===== src/hdl/csr_map_pkg.sv =====
`default_nettype none

package csr_map_pkg;

    // csr numbers
    localparam int CSR_NUM_W = 14;

    localparam logic [CSR_NUM_W-1:0] CSR_CRMD   = 14'h0;
    localparam logic [CSR_NUM_W-1:0] CSR_PRMD   = 14'h1;
    localparam logic [CSR_NUM_W-1:0] CSR_ECFG   = 14'h4;
    localparam logic [CSR_NUM_W-1:0] CSR_ESTAT  = 14'h5;
    localparam logic [CSR_NUM_W-1:0] CSR_ERA    = 14'h6;
    localparam logic [CSR_NUM_W-1:0] CSR_BADV   = 14'h7;
    localparam logic [CSR_NUM_W-1:0] CSR_EENTRY = 14'hc;
    localparam logic [CSR_NUM_W-1:0] CSR_SAVE0  = 14'h30;
    localparam logic [CSR_NUM_W-1:0] CSR_SAVE1  = 14'h31;
    localparam logic [CSR_NUM_W-1:0] CSR_SAVE2  = 14'h32;
    localparam logic [CSR_NUM_W-1:0] CSR_SAVE3  = 14'h33;
    localparam logic [CSR_NUM_W-1:0] CSR_LLBCTL = 14'h60;
    localparam logic [CSR_NUM_W-1:0] CSR_TID    = 14'h40;
    localparam logic [CSR_NUM_W-1:0] CSR_TCFG   = 14'h41;
    localparam logic [CSR_NUM_W-1:0] CSR_TVAL   = 14'h42;
    localparam logic [CSR_NUM_W-1:0] CSR_TICLR  = 14'h44;

    // field widths
    localparam int DATA_W = 32;
    localparam int LIE_W  = 13;
    localparam int HWI_W  = 8;

    // timer pending bit inside estat.is
    localparam int TIMER_IS_BIT = 11;

    // eentry holds a 64-byte aligned vector
    localparam int EENTRY_LSB = 6;

    // counter value of a stopped timer
    localparam logic [DATA_W-1:0] TVAL_IDLE = '1;

endpackage

`default_nettype wire


===== src/hdl/exc_pkg.sv =====
`default_nettype none

package exc_pkg;

    localparam int ECODE_W    = 6;
    localparam int ESUBCODE_W = 9;

    // exception codes reported by writeback
    typedef enum logic [ECODE_W-1:0] {
        ECODE_INT = 6'h00,
        ECODE_ADE = 6'h08,
        ECODE_ALE = 6'h09,
        ECODE_SYS = 6'h0b,
        ECODE_BRK = 6'h0c,
        ECODE_INE = 6'h0d
    } exc_code_e;

    // fetch address error sub-code
    localparam logic [ESUBCODE_W-1:0] ESUB_ADEF = 9'h0;

    // csr access operations
    typedef enum logic [1:0] {
        CSR_OP_RD,
        CSR_OP_WR,
        CSR_OP_XCHG
    } csr_op_e;

endpackage

`default_nettype wire


===== src/hdl/csr_access_port.sv =====
`default_nettype none

module csr_access_port
    import csr_map_pkg::*;
    import exc_pkg::*;
(
    input  wire logic                 clk,
    input  wire logic                 reset,
    input  wire logic                 req,
    input  wire csr_op_e              op,
    input  wire logic [CSR_NUM_W-1:0] num,
    input  wire logic [DATA_W-1:0]    wdata,
    input  wire logic [DATA_W-1:0]    wmask,
    input  wire logic [DATA_W-1:0]    reg_rvalue,
    input  wire logic [DATA_W-1:0]    tmr_rvalue,
    output logic                      ack,
    output logic [DATA_W-1:0]         rdata,
    output logic [CSR_NUM_W-1:0]      acc_num,
    output logic                      acc_we,
    output logic [DATA_W-1:0]         acc_wvalue,
    output logic [DATA_W-1:0]         acc_wmask
);

    logic fire;
    logic is_timer;

    // one access per handshake, on the edge where req is seen first
    assign fire = req && !ack;

    assign is_timer = (num == CSR_TCFG) || (num == CSR_TVAL) || (num == CSR_TICLR);

    assign acc_num    = num;
    assign acc_wvalue = wdata;
    assign acc_we     = fire && (op != CSR_OP_RD);

    // csrwr writes every bit, csrxchg only the masked ones
    always_comb begin
        case (op)
            CSR_OP_WR:   acc_wmask = '1;
            CSR_OP_XCHG: acc_wmask = wmask;
            default:     acc_wmask = '0;
        endcase
    end

    always_ff @(posedge clk) begin
        if (reset) begin
            ack <= 1'b0;
        end else if (fire) begin
            ack <= 1'b1;
        end else if (!req) begin
            ack <= 1'b0;
        end
    end

    // old value, captured before the write lands
    always_ff @(posedge clk) begin
        if (fire) begin
            rdata <= is_timer ? tmr_rvalue : reg_rvalue;
        end
    end

endmodule

`default_nettype wire


===== src/hdl/csr_regfile.sv =====
`default_nettype none

module csr_regfile
    import csr_map_pkg::*;
    import exc_pkg::*;
(
    input  wire logic                  clk,
    input  wire logic                  reset,
    input  wire logic [CSR_NUM_W-1:0]  acc_num,
    input  wire logic                  acc_we,
    input  wire logic [DATA_W-1:0]     acc_wvalue,
    input  wire logic [DATA_W-1:0]     acc_wmask,
    input  wire logic                  wb_ex,
    input  wire logic [ECODE_W-1:0]    wb_ecode,
    input  wire logic [ESUBCODE_W-1:0] wb_esubcode,
    input  wire logic [DATA_W-1:0]     wb_pc,
    input  wire logic [DATA_W-1:0]     wb_vaddr,
    input  wire logic                  ertn_flush,
    input  wire logic [HWI_W-1:0]      hw_int,
    input  wire logic [DATA_W-1:0]     core_id,
    input  wire logic                  timer_irq,
    output logic [DATA_W-1:0]          reg_rvalue,
    output logic                       crmd_ie,
    output logic [DATA_W-1:0]          era,
    output logic [DATA_W-1:0]          eentry,
    output logic [LIE_W-1:0]           estat_is_lie
);

    logic [1:0]                 crmd_plv;
    logic [1:0]                 prmd_pplv;
    logic                       prmd_pie;
    logic [LIE_W-1:0]           ecfg_lie;
    logic [1:0]                 is_sw;
    logic [HWI_W-1:0]           is_hw;
    logic [ECODE_W-1:0]         estat_ecode;
    logic [ESUBCODE_W-1:0]      estat_esubcode;
    logic [DATA_W-1:0]          badv;
    logic [DATA_W-1:EENTRY_LSB] eentry_va;
    logic [DATA_W-1:0]          save_q [4];
    logic                       llbctl_klo;
    logic [DATA_W-1:0]          tid;

    logic [LIE_W-1:0]  estat_is;
    logic [DATA_W-1:0] crmd_r, prmd_r, ecfg_r, estat_r, llbctl_r;
    logic [DATA_W-1:0] crmd_nx, prmd_nx, ecfg_nx, estat_nx, eentry_nx, llbctl_nx;
    logic              is_adef;
    logic              is_ale;

    function automatic logic [DATA_W-1:0] merge(input logic [DATA_W-1:0] old);
        return (acc_wmask & acc_wvalue) | (~acc_wmask & old);
    endfunction

    // assembled register views, reserved bits are zero
    always_comb begin
        estat_is = '0;
        estat_is[1:0] = is_sw;
        estat_is[2 +: HWI_W] = is_hw;
        estat_is[TIMER_IS_BIT] = timer_irq;
    end

    assign crmd_r   = {28'b0, 1'b1, crmd_ie, crmd_plv};
    assign prmd_r   = {29'b0, prmd_pie, prmd_pplv};
    assign ecfg_r   = {{(DATA_W - LIE_W){1'b0}}, ecfg_lie};
    assign estat_r  = {1'b0, estat_esubcode, estat_ecode, 3'b0, estat_is};
    assign eentry   = {eentry_va, {EENTRY_LSB{1'b0}}};
    assign llbctl_r = {29'b0, llbctl_klo, 2'b0};

    assign crmd_nx   = merge(crmd_r);
    assign prmd_nx   = merge(prmd_r);
    assign ecfg_nx   = merge(ecfg_r);
    assign estat_nx  = merge(estat_r);
    assign eentry_nx = merge(eentry);
    assign llbctl_nx = merge(llbctl_r);

    assign is_adef = (wb_ecode == ECODE_ADE) && (wb_esubcode == ESUB_ADEF);
    assign is_ale  = (wb_ecode == ECODE_ALE);

    // crmd: trap, then ertn, then software
    always_ff @(posedge clk) begin
        if (reset) begin
            crmd_plv <= 2'b0;
            crmd_ie  <= 1'b0;
        end else if (wb_ex) begin
            crmd_plv <= 2'b0;
            crmd_ie  <= 1'b0;
        end else if (ertn_flush) begin
            crmd_plv <= prmd_pplv;
            crmd_ie  <= prmd_pie;
        end else if (acc_we && acc_num == CSR_CRMD) begin
            crmd_plv <= crmd_nx[1:0];
            crmd_ie  <= crmd_nx[2];
        end
    end

    always_ff @(posedge clk) begin
        if (reset) begin
            prmd_pplv  <= 2'b0;
            prmd_pie   <= 1'b0;
            ecfg_lie   <= '0;
            is_sw      <= 2'b0;
            is_hw      <= '0;
            llbctl_klo <= 1'b0;
            tid        <= core_id;
        end else begin
            if (wb_ex) begin
                prmd_pplv <= crmd_plv;
                prmd_pie  <= crmd_ie;
            end else if (acc_we && acc_num == CSR_PRMD) begin
                prmd_pplv <= prmd_nx[1:0];
                prmd_pie  <= prmd_nx[2];
            end
            // bit 10 is reserved
            if (acc_we && acc_num == CSR_ECFG) begin
                ecfg_lie <= {ecfg_nx[12:11], 1'b0, ecfg_nx[9:0]};
            end
            if (acc_we && acc_num == CSR_ESTAT) begin
                is_sw <= estat_nx[1:0];
            end
            // hardware lines sampled every cycle
            is_hw <= hw_int;
            // only klo is kept
            if (acc_we && acc_num == CSR_LLBCTL) begin
                llbctl_klo <= llbctl_nx[2];
            end
            if (acc_we && acc_num == CSR_TID) begin
                tid <= merge(tid);
            end
        end
    end

    // exception payload
    always_ff @(posedge clk) begin
        if (wb_ex) begin
            estat_ecode    <= wb_ecode;
            estat_esubcode <= wb_esubcode;
            era            <= wb_pc;
        end else if (acc_we && acc_num == CSR_ERA) begin
            era <= merge(era);
        end
        if (wb_ex && (is_adef || is_ale)) begin
            badv <= is_adef ? wb_pc : wb_vaddr;
        end else if (!wb_ex && acc_we && acc_num == CSR_BADV) begin
            badv <= merge(badv);
        end
        if (acc_we && acc_num == CSR_EENTRY) begin
            eentry_va <= eentry_nx[DATA_W-1:EENTRY_LSB];
        end
        for (int i = 0; i < 4; i++) begin
            if (acc_we && acc_num == CSR_SAVE0 + CSR_NUM_W'(i)) begin
                save_q[i] <= merge(save_q[i]);
            end
        end
    end

    always_comb begin
        case (acc_num)
            CSR_CRMD:   reg_rvalue = crmd_r;
            CSR_PRMD:   reg_rvalue = prmd_r;
            CSR_ECFG:   reg_rvalue = ecfg_r;
            CSR_ESTAT:  reg_rvalue = estat_r;
            CSR_ERA:    reg_rvalue = era;
            CSR_BADV:   reg_rvalue = badv;
            CSR_EENTRY: reg_rvalue = eentry;
            CSR_SAVE0:  reg_rvalue = save_q[0];
            CSR_SAVE1:  reg_rvalue = save_q[1];
            CSR_SAVE2:  reg_rvalue = save_q[2];
            CSR_SAVE3:  reg_rvalue = save_q[3];
            CSR_LLBCTL: reg_rvalue = llbctl_r;
            CSR_TID:    reg_rvalue = tid;
            default:    reg_rvalue = '0;
        endcase
    end

    assign estat_is_lie = estat_is & ecfg_lie;

endmodule

`default_nettype wire


===== src/hdl/csr_timer.sv =====
`default_nettype none

module csr_timer
    import csr_map_pkg::*;
(
    input  wire logic                 clk,
    input  wire logic                 reset,
    input  wire logic [CSR_NUM_W-1:0] acc_num,
    input  wire logic                 acc_we,
    input  wire logic [DATA_W-1:0]    acc_wvalue,
    input  wire logic [DATA_W-1:0]    acc_wmask,
    output logic [DATA_W-1:0]         tmr_rvalue,
    output logic                      timer_irq
);

    logic              tcfg_en;
    logic              tcfg_periodic;
    logic [29:0]       tcfg_initval;
    logic [DATA_W-1:0] tval;

    logic [DATA_W-1:0] tcfg_r;
    logic [DATA_W-1:0] tcfg_nx;
    logic              tcfg_we;
    logic              ticlr_clr;
    logic              counting;

    assign tcfg_r  = {tcfg_initval, tcfg_periodic, tcfg_en};
    assign tcfg_nx = (acc_wmask & acc_wvalue) | (~acc_wmask & tcfg_r);
    assign tcfg_we = acc_we && (acc_num == CSR_TCFG);

    // write 1 to ticlr bit 0 clears the pending flag
    assign ticlr_clr = acc_we && (acc_num == CSR_TICLR) && acc_wmask[0] && acc_wvalue[0];

    assign counting = tcfg_en && (tval != TVAL_IDLE);

    always_ff @(posedge clk) begin
        if (tcfg_we) begin
            tcfg_periodic <= tcfg_nx[1];
            tcfg_initval  <= tcfg_nx[31:2];
        end
    end

    always_ff @(posedge clk) begin
        if (reset) begin
            tcfg_en   <= 1'b0;
            tval      <= TVAL_IDLE;
            timer_irq <= 1'b0;
        end else begin
            if (tcfg_we) begin
                tcfg_en <= tcfg_nx[0];
            end
            // load initval * 4 on enable, else count down
            if (tcfg_we && tcfg_nx[0]) begin
                tval <= {tcfg_nx[31:2], 2'b00};
            end else if (counting) begin
                if (tval == '0) begin
                    tval <= tcfg_periodic ? {tcfg_initval, 2'b00} : TVAL_IDLE;
                end else begin
                    tval <= tval - 1'b1;
                end
            end
            // expiry wins over a clear in the same cycle
            if (counting && tval == '0) begin
                timer_irq <= 1'b1;
            end else if (ticlr_clr) begin
                timer_irq <= 1'b0;
            end
        end
    end

    always_comb begin
        case (acc_num)
            CSR_TCFG: tmr_rvalue = tcfg_r;
            CSR_TVAL: tmr_rvalue = tval;
            default:  tmr_rvalue = '0;
        endcase
    end

endmodule

`default_nettype wire


===== src/hdl/csr_unit_top.sv =====
`default_nettype none

module csr_unit_top
    import csr_map_pkg::*;
    import exc_pkg::*;
(
    input  wire logic                  clk,
    input  wire logic                  reset,
    input  wire logic                  req,
    input  wire csr_op_e               op,
    input  wire logic [CSR_NUM_W-1:0]  num,
    input  wire logic [DATA_W-1:0]     wdata,
    input  wire logic [DATA_W-1:0]     wmask,
    input  wire logic                  wb_ex,
    input  wire logic [ECODE_W-1:0]    wb_ecode,
    input  wire logic [ESUBCODE_W-1:0] wb_esubcode,
    input  wire logic [DATA_W-1:0]     wb_pc,
    input  wire logic [DATA_W-1:0]     wb_vaddr,
    input  wire logic                  ertn_flush,
    input  wire logic [HWI_W-1:0]      hw_int,
    input  wire logic [DATA_W-1:0]     core_id,
    output logic                       ack,
    output logic [DATA_W-1:0]          rdata,
    output logic                       redirect_valid,
    output logic [DATA_W-1:0]          redirect_pc,
    output logic                       int_req
);

    // single-cycle access bus
    logic [CSR_NUM_W-1:0] acc_num;
    logic                 acc_we;
    logic [DATA_W-1:0]    acc_wvalue;
    logic [DATA_W-1:0]    acc_wmask;
    logic [DATA_W-1:0]    reg_rvalue;
    logic [DATA_W-1:0]    tmr_rvalue;

    // state feeding the trap logic
    logic                 timer_irq;
    logic                 crmd_ie;
    logic [DATA_W-1:0]    era;
    logic [DATA_W-1:0]    eentry;
    logic [LIE_W-1:0]     estat_is_lie;

    csr_access_port port_i (
        .clk        (clk),
        .reset      (reset),
        .req        (req),
        .op         (op),
        .num        (num),
        .wdata      (wdata),
        .wmask      (wmask),
        .reg_rvalue (reg_rvalue),
        .tmr_rvalue (tmr_rvalue),
        .ack        (ack),
        .rdata      (rdata),
        .acc_num    (acc_num),
        .acc_we     (acc_we),
        .acc_wvalue (acc_wvalue),
        .acc_wmask  (acc_wmask)
    );

    csr_regfile regfile_i (
        .clk          (clk),
        .reset        (reset),
        .acc_num      (acc_num),
        .acc_we       (acc_we),
        .acc_wvalue   (acc_wvalue),
        .acc_wmask    (acc_wmask),
        .wb_ex        (wb_ex),
        .wb_ecode     (wb_ecode),
        .wb_esubcode  (wb_esubcode),
        .wb_pc        (wb_pc),
        .wb_vaddr     (wb_vaddr),
        .ertn_flush   (ertn_flush),
        .hw_int       (hw_int),
        .core_id      (core_id),
        .timer_irq    (timer_irq),
        .reg_rvalue   (reg_rvalue),
        .crmd_ie      (crmd_ie),
        .era          (era),
        .eentry       (eentry),
        .estat_is_lie (estat_is_lie)
    );

    csr_timer timer_i (
        .clk        (clk),
        .reset      (reset),
        .acc_num    (acc_num),
        .acc_we     (acc_we),
        .acc_wvalue (acc_wvalue),
        .acc_wmask  (acc_wmask),
        .tmr_rvalue (tmr_rvalue),
        .timer_irq  (timer_irq)
    );

    exc_ctrl exc_i (
        .clk            (clk),
        .reset          (reset),
        .wb_ex          (wb_ex),
        .ertn_flush     (ertn_flush),
        .era            (era),
        .eentry         (eentry),
        .crmd_ie        (crmd_ie),
        .estat_is_lie   (estat_is_lie),
        .redirect_valid (redirect_valid),
        .redirect_pc    (redirect_pc),
        .int_req        (int_req)
    );

endmodule

`default_nettype wire


===== src/hdl/exc_ctrl.sv =====
`default_nettype none

module exc_ctrl
    import csr_map_pkg::*;
(
    input  wire logic              clk,
    input  wire logic              reset,
    input  wire logic              wb_ex,
    input  wire logic              ertn_flush,
    input  wire logic [DATA_W-1:0] era,
    input  wire logic [DATA_W-1:0] eentry,
    input  wire logic              crmd_ie,
    input  wire logic [LIE_W-1:0]  estat_is_lie,
    output logic                   redirect_valid,
    output logic [DATA_W-1:0]      redirect_pc,
    output logic                   int_req
);

    // one-cycle redirect pulse after trap entry or ertn
    always_ff @(posedge clk) begin
        if (reset) begin
            redirect_valid <= 1'b0;
        end else begin
            redirect_valid <= wb_ex || ertn_flush;
        end
    end

    // exception target wins over ertn
    always_ff @(posedge clk) begin
        if (wb_ex) begin
            redirect_pc <= eentry;
        end else if (ertn_flush) begin
            redirect_pc <= era;
        end
    end

    // any enabled pending line while interrupts are on
    assign int_req = crmd_ie && (|estat_is_lie);

endmodule

`default_nettype wire


===== config.mk =====
export PLATFORM = sky130hd
export DESIGN_NAME = csr_unit_top
export DESIGN_NICKNAME = d
export VERILOG_FILES = /design/src/hdl/csr_map_pkg.sv /design/src/hdl/exc_pkg.sv /design/src/hdl/csr_access_port.sv /design/src/hdl/csr_regfile.sv /design/src/hdl/csr_timer.sv /design/src/hdl/csr_unit_top.sv /design/src/hdl/exc_ctrl.sv
export SDC_FILE = /design/constraint.sdc
export NUM_CORES = 1
export LEC_CHECK = 0
export BUFFER_PORTS_ARGS = -buffer_cell sky130_fd_sc_hd__buf_4
export CAP_MARGIN = 30
export CORE_MARGIN = 3
export CORE_UTILIZATION = 55
export DETAILED_ROUTE_END_ITERATION = 8
export MAX_ROUTING_LAYER = met4
export PLACE_DENSITY = 0.78
export REMOVE_ABC_BUFFERS = 1
export SYNTH_ARGS = -nofsm -noshare
export SYNTH_HDL_FRONTEND = slang
export SYNTH_SLANG_ARGS = --single-unit
export TNS_END_PERCENT = 1

===== constraint.sdc =====
create_clock -name clk -period 3.8 [get_ports clk]
set_clock_uncertainty 0.15 [all_clocks]
set_input_delay 0.38 -clock clk [delete_from_list [all_inputs] [get_ports clk]]
set_output_delay 0.38 -clock clk [all_outputs]
set_load 0.03 [all_outputs]

-- Word level (Yosys, flattened, before mapping)
Memory sizes are Yosys's and may differ from the RTL's.
Cells that the tools add are included.
- add/sub/neg operators: 1
- eq/ne operators: 21
- multiplexer cells: 46
- bitwise gates (word level): 31
- reductions and logical operators: 49
- operator list (kind ; number):
    two-way mux 32 bit ; 17
    one-hot mux 32 bit (13 select lines) ; 1
    bitwise AND 32 bit ; 10
    bitwise OR 32 bit ; 9
    one-hot mux 32 bit (2 select lines) ; 2
    OR reduction 32 bit ; 3
    equality test 14 x 7 -> 1 bit (second input constant) ; 5
    equality test 14 x 3 -> 1 bit (second input constant) ; 4
    equality test 14 x 6 -> 1 bit (second input constant) ; 4
    logical NOT 32 bit ; 1
    inequality test 32 bit (second input constant) ; 1
    NOT 32 bit ; 1
    subtractor 32 x 1 -> 32 bit (second input constant) ; 1
    logical AND 1 bit ; 26
    two-way mux 1 bit ; 19
    nonzero test 2 bit ; 9
    equality test 14 x 1 -> 1 bit (second input constant) ; 1
    equality test 14 x 4 -> 1 bit (second input constant) ; 1
    logical NOT 14 bit ; 1
    two-way mux 2 bit ; 7
    bitwise AND 12 x 13 -> 13 bit ; 1
    bitwise AND 13 bit ; 1
    bitwise OR 13 bit ; 1
    OR reduction 13 bit ; 1
    12 further kinds ; 21
- bits in registers: 297
- memory bits (writable): 128
- bits of input ports: 204
- output and inout port bits: 67
- logic and storage cells: 173
- memories kept: 1
- memory list (memory ; words ; bits a word ; read ports ; clocked after memory_dff ; write ports ; RTL line ; RTL):
    regfile_i.save_q ; 4 ; 32 ; 4 ; 0 ; 1 ; csr_regfile.sv:39 ; logic [DATA_W-1:0] save_q [4];

-- Longest topological paths before layout
Gate-level depths: netlist (run 1).
- word-level depth: 10
- mapped depth: 10
- depth with buffers taken out: 8

-- Hierarchy
From an unflattened synthesis (run 1), not the netlist that was laid out.
- cell total of the unflattened synthesis: 2121
- area total of the unflattened synthesis: 23381.2 um^2
- modules (own cells, without submodules) (module ; instances ; cells an instance ; area each (um^2)):
    csr_regfile ; 1 ; 1374 ; 15215.8
    csr_timer ; 1 ; 468 ; 4346.7
    csr_access_port ; 1 ; 202 ; 2247.2
    exc_ctrl ; 1 ; 77 ; 1571.5

-- Least setup slack after synthesis (run 1)
No wires, ideal clock.
- path kind: flip-flop to flip-flop
- start point: reg port_i.ack
- end point: reg timer_i.tval[0]
- setup time: 122 ps
- arrival time: 3247 ps
- data required time: 3528 ps
- setup slack: 280 ps
- stages on the path, launching flop included: 7
- path buffers: 1
- period minus slack after synthesis: 3520 ps
- path through: dfxtp_1 > nor2b_1 > nand2b_1 > clkbuf_1 > a2111o_1 > and4_1 > a311o_1
- longest elaborated chain between the ends: 6
- elaborated cells on any way between the ends: 7
- ends and longest elaborated chain (element ; RTL line ; RTL):
    start, declared ; csr_access_port.sv:16 ; output logic ack,
    start signal, assigned ; csr_access_port.sv:47 ; ack <= 1'b0;
    start signal, assigned ; csr_access_port.sv:49 ; ack <= 1'b1;
    start signal, assigned ; csr_access_port.sv:51 ; ack <= 1'b0;
    logical NOT 1 bit (*) ; csr_access_port.sv:28 ; assign fire = req && !ack;
    logical AND 1 bit (*) ; csr_access_port.sv:28 ;
    named net port_i.fire ; csr_access_port.sv:24 ; logic fire;
    logical AND 1 bit (*) ; csr_access_port.sv:34 ; assign acc_we = fire && (op != CSR_OP_RD);
    logical AND 1 bit (*) ; csr_timer.sv:29 ; assign tcfg_we = acc_we && (acc_num == CSR_TCFG);
    logical AND 1 bit (*) ; csr_timer.sv:53 ; if (tcfg_we && tcfg_nx[0]) begin
    two-way mux 32 bit / nonzero test 2 bit (equally long branches) ; - ;
    end signal, assigned ; csr_timer.sv:54 ; tval <= {tcfg_nx[31:2], 2'b00};
    end signal, assigned ; csr_timer.sv:57 ; tval <= tcfg_periodic ? {tcfg_initval, 2'b00} : TVAL_IDLE;
    end signal, assigned ; csr_timer.sv:59 ; tval <= tval - 1'b1;
    end, declared ; csr_timer.sv:19 ; logic [DATA_W-1:0] tval;
The timed path passes the listed nets; every way through them passes the cells marked *.
A chain may end at the register's enable or synchronous reset.

-- Worst setup path in the final report (run 1)
- start point: reg timer_i.tval[8]
- end point: reg timer_i.tval[28]
- longest elaborated chain between the ends: 4
- elaborated cells on any way between the ends: 8
- ends and longest elaborated chain (element ; RTL line ; RTL):
    subtractor 32 x 1 -> 32 bit / logical NOT 32 bit (equally long branches) ; csr_timer.sv:59, csr_timer.sv:56 ;
    two-way mux 32 bit ; csr_timer.sv:56 ; if (tval == '0) begin
    two-way mux 32 bit ; csr_timer.sv:55 ; end else if (counting) begin
    two-way mux 32 bit ; csr_timer.sv:53 ;
Several ways; a longest one is shown, not always the timed one. The select of a mux whose other input is x is not followed.

==> results of run 1 <==
cells by family (layout without fill, tap and decap cells):
family / count (synthesis) / count (layout) / synth area share, %
and+or+nand+nor: 653 / 653 / 13.8
AOI/OAI and AO/OA: 514 / 514 / 17.0
xor gates and xnor gates: 26 / 26 / 1.08
buffers and inverters: 173 / 558 / 3.23
DFF: 425 / 425 / 57.1
muxes: 134 / 134 / 7.41
adders and majority gates: 6 / 6 / 0.356
per-layer routing:
| metal | vias to the layer above | track usage (%) |
|---|---|---|
| li1 | 8056 | - |
| met1 | 9131 | 50.4 |
| met2 | 1532 | 61.5 |
| met3 | 313 | 7.54 |
| met4 | 0 | 17.6 |
| met5 | - | - |
worst register-to-register path: stages, from the launching register on:
cell      delay [ns]
dfxtp_1         0.44
nor3_1          0.74
nand4_1         0.62
nor4_1          0.60
xor2_1          0.19
o22ai_1         0.10
o211ai_1        0.16
how the worst max path moves through the flow:
| stage | from | to | slack [ns] | cells after the start |
|---|---|---|---|---|
| CTS | timer_i.tval[8] | timer_i.tval[28] | 0.82 | 6 |
| detailed placement | num[9] | flop | 0.65 | 8 |
| finish | timer_i.tval[8] | timer_i.tval[28] | 0.74 | 6 |
| floorplan | wb_esubcode[7] | flop | -0.69 | 5 |
| global route | timer_i.tval[8] | timer_i.tval[28] | 0.59 | 6 |
| global placement | num[5] | timer_i.tval[17] | 0.75 | 8 |
area by class of cell:
type	instances	area [sq um]	share of cell area [%]
flip-flops and latches	425	12100	45.6
multi-input cells	1333	8400	31.8
repair buffers	462	3800	14.4
clock buffers	59	1250	4.74
well taps	511	639	2.42
clock inverters	26	240	0.909
inverters	11	41.3	0.156
layout by cell type, fill, tap and decap left out, types with 31 or more instances in the layout:
master,n
o21ai_0,140
a21o_1,31
a21oi_1,35
o21bai_1,31
edfxtp_1,354
a22oi_1,61
dfxtp_1,71
nand3_1,61
clkbuf_16,47
dlygate4sd3_1,111
nor2_1,232
mux2i_1,101
buf_4,347
nand2_1,227
a22o_1,35
metrics by stage:
stage / utilization [%] / instance area (sq um) / hold WS, ns / setup TNS [ns]
after detailed placement: 63.0 / 23800 / 0.338 / 0
after CTS: 69.9 / 26400 / 0.00462 / 0
final: 70.0 / 26400 / 0.0161 / 0
after global routing: 70.0 / 26400 / 0.0262 / 0
after floorplan: - / 20500 / 0.297 / -58.60
after global placement: 63.0 / 23800 / 0.311 / 0
cells in the mapped netlist (29+ instances only):
master    number  area share, %
nor2_1       234            4.2
nand3_1       61            1.4
dfxtp_1       71            6.7
clkbuf_1     129            2.3
a21oi_1       35           0.83
edfxtp_1     354             50
o21bai_1      31            1.1
nand2_1      227            4.0
a22o_1        35            1.5
o21ai_0      140            3.3
a22oi_1       61            2.2
nor3_1        29           0.69
mux2i_1      101            4.8
a21o_1        31            1.1
power groups by stage:
| stage | combinational [mW] | clock (mW) | sequential (mW) |
|---|---|---|---|
| global route | 1.15 | 4.67 | 5.26 |
| detailed placement | 0.970 | 0 | 5.35 |
| finish | 1.09 | 4.49 | 5.26 |
| floorplan | 0.334 | 0 | 5.41 |
| global placement | 0.955 | 0 | 5.35 |
| CTS | 1.07 | 4.50 | 5.25 |
repair_timing:
action                     4_1_cts  5_1_grt
setup endpoints to repair        0        0
hold endpoints to repair       245        0
hold buffers                   111        0
==> results by group, run 1 <==
Critical path
  • Worst EP arrival: 3.39 ns
  • Slowest stage delay, CP: 0.73 ns
  • Worst path top cell family by delay: simple AND/OR/NAND/NOR gates
  • Critical path required time: 4.14 ns
  • Worst reg2reg path depth: 6
  • Critical Path End Type: flop
  • Worst reg2reg startpoint: timer_i.tval[8]
  • Cell chain of the critical path: nor3_1 > nand4_1 > nor4_1 > xor2_1 > o22ai_1 > o211ai_1
  • Slowest cell on the critical path: nor3_1
  • WS Path Type: reg -> reg
  • Crit path launch type: flop
  • Buf+Inv Stages, Crit Path: 0
  • R2r setup slk: 0.74 ns
  • Crit path max fanout: 8
  • Capturing point of the worst reg2reg path: timer_i.tval[28]

Drt
  • Routed Antenna Nets: 0
  • Met3 Wirelength: 9650 um
  • Top Metal Used: met4
  • Via count: 19032
  • Metal1 wirelength: 28800 um
  • WL/cell: 28.2 um
  • DRT Pass-1 Iters: 9
  • Met2 wire len: 37100 um
  • 1st-iter DRT viols: 2676
  • Routed wire length: 79700 um
  • Via density: 6.73
  • DRC violations left: 6

Run status
  • Failing checks: DRC
  • Outcome: complete, but fails checks

Final layout
  • Post-Layout Cell Count: 2827
  • Share of cells above drive strength 1: 20.6%
  • Antenna diode count: 0
  • Area grow syn2layout: 25.2%
  • FILL cells: 2665
  • Final Net Count: 2489

Logic synthesis
  • Syn Area/Cell: 10.9 sq um
  • Post-synthesis sequential area ratio: 57.1%
  • Ys flop type: edfxtp_1
  • Syn Inst Count: 1931
  • EDFF count, synth: 354
  • Synth Cell Area: 21100 sq um
  • Count of cell types in the netlist: 76
  • Synth Warn #: 0
  • Async SR Flop Fraction: 0%
  • #FFs+latches synth: 425

Global route
  • Pin count of the biggest net entering global routing: 164
  • GRT Residual Overflow: 0
  • GRT Util Overall: 39.3%
  • Initial antenna violation count: 1
  • First-pass GRT wire length: 118000 um
  • Number of global-route vias before repair: 18900

Pwr
  • Seq pwr share: 48.5%
  • Switch share: 24.1%
  • Maximum vdd drop: 0.000341 V
  • Combinational Power Share: 10.1%
  • P_int: 8.23 mW
  • Leak: 9.91 nW
  • Net Sw Power: 2.61 mW
  • Power share of the clock group: 41.4%
  • PnR Total Power: 10.8 mW
  • Power per cell area: 410 nW/um^2

Clock tree
  • Setup bufs post-CTS: 0
  • Count of clock tree sinks: 425
  • Clock transition at the registers of the reported paths: 0.06 ns
  • Clock buffer count from CTS: 46
  • CTS resizes: 0
  • H-Tree Depth: 2
  • Longest Clk Path Bufs: 3
  • TritonCTS clock tree: done
  • Clk_lat worst skew: 0.56 ns
  • Root Driver: clkbuf_16

Timing
  • Slew Limit Fails: 0
  • Final setup viols: 0
  • Final setup margin: 0.744 ns
  • RSZ-0062 raised after global routing: no
  • Final Critical Period: 3.06 ns
  • Fin crit share: 80.4%
  • Tightest Pin Transition: 0.921 ns
  • Fmax achieved: 0.327 GHz
  • Hold Vio Cnt, Final: 0
  • Slew headroom: 38.4%

Floorplan
  • Row cnt: 71
  • Initial cell density of the core: 55.9%
  • Die Width: 202 um
  • # IOs: 271
  • Die Area: 40700 sq um
  • Core area: 37800 sq um
  • Die Y: 202 um

Min path
  • Worst min path class: in -> reg
  • Worst Hold Depth: 3
  • Hold path startpoint: core_id[31]

Placed design
  • Final Wtd Congestion: 1.00
  • Post-Place Cells: 2630
  • Hpwl dp: 51700 um
  • Pre-CTS setup slack: 0.646 ns
  • PortBufs: 270

Job
  • Max cap viols: 0
(Power assumes the default switching activity.)
==> run 2, diff against run 1 <==
--- a/config.mk
+++ b/config.mk
@@ -8,10 +8,10 @@
 export BUFFER_PORTS_ARGS = -buffer_cell sky130_fd_sc_hd__buf_4
 export CAP_MARGIN = 30
 export CORE_MARGIN = 3
-export CORE_UTILIZATION = 55
+export CORE_UTILIZATION = 53
 export DETAILED_ROUTE_END_ITERATION = 8
 export MAX_ROUTING_LAYER = met4
-export PLACE_DENSITY = 0.78
+export PLACE_DENSITY = 0.79
 export REMOVE_ABC_BUFFERS = 1
 export SYNTH_ARGS = -nofsm -noshare
 export SYNTH_HDL_FRONTEND = slang
==> constraint.sdc (replaced) <==
create_clock -name clk -period 2.63 [get_ports clk]
set_clock_uncertainty 0.15 [all_clocks]
set_input_delay 0.263 -clock clk [delete_from_list [all_inputs] [get_ports clk]]
set_output_delay 0.263 -clock clk [all_outputs]
set_load 0.03 [all_outputs]
==> results by group, run 2 (same netlist as run 1, synthesis figures left out) <==
Final layout
  • Post-Layout Cell Count: 3005
  • Area grow syn2layout: 32.4%
  • Share of cells above drive strength 1: 24.1%
  • Most common cell after layout, fill and taps aside: buf_4
  • Highest-count cells in the layout ignoring fill and taps: buf_4 (463), edfxtp_1 (354), nor2_1 (232)
  • Final Net Count: 2659
  • Multi-input gate area: 8420 sq um
  • Storage cell area: 12100 sq um
  • FILL cells: 2668

Placed design
  • Hpwl dp: 55900 um
  • PortBufs: 270
  • Post-Place Cells: 2766
  • Final Wtd Congestion: 1.02

Critical path
  • Crit path max fanout: 10
  • Critical Path End Type: flop
  • Worst EP arrival: 2.73 ns
  • WS Path Type: in -> reg
  • Crit path launch type: input pin
  • Critical path required time: 2.76 ns
  • Worst reg2reg path depth: 7

Floorplan
  • Core area: 39000 sq um
  • Die Y: 206 um
  • Initial cell density of the core: 54.1%
  • Die Area: 42200 sq um
  • # IOs: 271
  • Row cnt: 72
  • Die Width: 206 um

Drt
  • WL/cell: 27.9 um
  • Routed wire length: 83900 um
  • DRT Pass-1 Iters: 9
  • 1st-iter DRT viols: 2806
  • Via density: 6.63
  • Routed Antenna Nets: 0
  • Via count: 19919
  • DRC violations left: 1

Clock tree
  • Clock buffer count from CTS: 45
  • Count of clock tree sinks: 425
  • Longest Clk Path Bufs: 3
  • Setup bufs post-CTS: 0
  • H-Tree Depth: 2
  • Root Driver: clkbuf_16
  • Clock transition at the registers of the reported paths: 0.06 ns
  • TritonCTS clock tree: done
  • Clk_lat worst skew: 0.60 ns

Timing
  • Slew headroom: 45.0%
  • Slew Limit Fails: 0
  • RSZ-0062 raised after global routing: yes
  • Fin crit share: 98.9%
  • Final Critical Period: 2.60 ns
  • Hold Vio Cnt, Final: 0
  • Fmax achieved: 0.385 GHz
  • Tightest Pin Transition: 0.825 ns
  • Final setup viols: 0

Run status
  • Outcome: complete, but fails checks
  • Failing checks: DRC

Global route
  • First-pass GRT wire length: 122000 um
  • Number of global-route vias before repair: 19622
  • GRT Residual Overflow: 0
  • Pin count of the biggest net entering global routing: 65
  • GRT Util Overall: 40.1%
  • Initial antenna violation count: 1

Pwr
  • Leak: 10.7 nW
  • Maximum vdd drop: 0.000507 V
  • Power per cell area: 560 nW/um^2
  • PnR Total Power: 15.6 mW

Min path
  • Worst min path class: in -> reg
  • Worst Hold Depth: 2

Job
  • Max cap viols: 0
==> run 2: cell count changes in the layout (fill, tap and decap cells not counted), sizes merged <==
| cell | delta |
|---|---|
| buf | +128 |
| bufinv | -1 |
| clkbuf | +7 |
| clkinv | -4 |
| clkinvlp | -4 |
| diode | +2 |
| dlygate4sd3 | +43 |
==> run 2: cell type report <==
| type | instances | share of cell area [%] |
|---|---|---|
| sequential | 425 | 43.2 |
| multi-input combinational | 1333 | 30.1 |
| timing repair buffer | 633 | 19.1 |
| clock buffer | 66 | 4.54 |
| tap | 518 | 2.32 |
| clock inverter | 17 | 0.573 |
| inverter | 11 | 0.148 |
| antenna | 2 | 0.0179 |
==> run 2: routing by layer <==
metal / track usage (%) / routed length (um) / up-vias
met3: 9.33 / 11000 / 307
met2: 61.9 / 38900 / 1678
met1: 51.1 / 30100 / 9543
li1: - / - / 8391
met5: - / 0 / -
met4: 17.1 / 3830 / 0
==> run 2: path summary, 6_finish.rpt <==
kind | from | endpoint | slack (ns)
max | num[5] | flop | 0.03
min | wb_ex | flop | 0.04
max reg2reg | timer_i.tval[12] | timer_i.tval[25] | 0.13
min reg2reg | exc_i.redirect_pc[5] | exc_i.redirect_pc[5] | 0.35
==> run 2: power by group <==
group	internal, mW	switching, mW
logic	0.736	1.00
clock network	3.63	2.68
registers	7.50	0.0987
total	11.9	3.78
==> run 2: what timing repair did <==
item | in CTS | in global routing
resized for setup | 0 | 6
hold buffers | 154 | 0
hold endpoints to repair | 306 | 0
endpoints found under the setup margin | 0 | 55
==> run 2: metrics by stage <==
stage	area [sq um]	TNS, ns	hold slack, ns	util, %	setup WS [ns]
after floorplan	20500	-302.94	0.182	-	-1.74
after global placement	24900	-2.39	0.303	63.9	-0.102
after detailed placement	24900	-1.98	0.307	63.9	-0.0963
after CTS	27900	0	0.00769	71.5	0.00329
after global routing	27900	-0.00823	0.0231	71.6	-0.00687
final	27900	0	0.0383	71.6	0.0302
==> run 2: worst max-delay path, cell delays in order <==
cell           delay [ns]
dlygate4sd3_1        0.55
buf_4                0.16
nor4_1               0.32
buf_4                0.20
and2_1               0.25
and3_1               0.31
nand2_1              0.22
buf_4                0.27
nor2_1               0.15
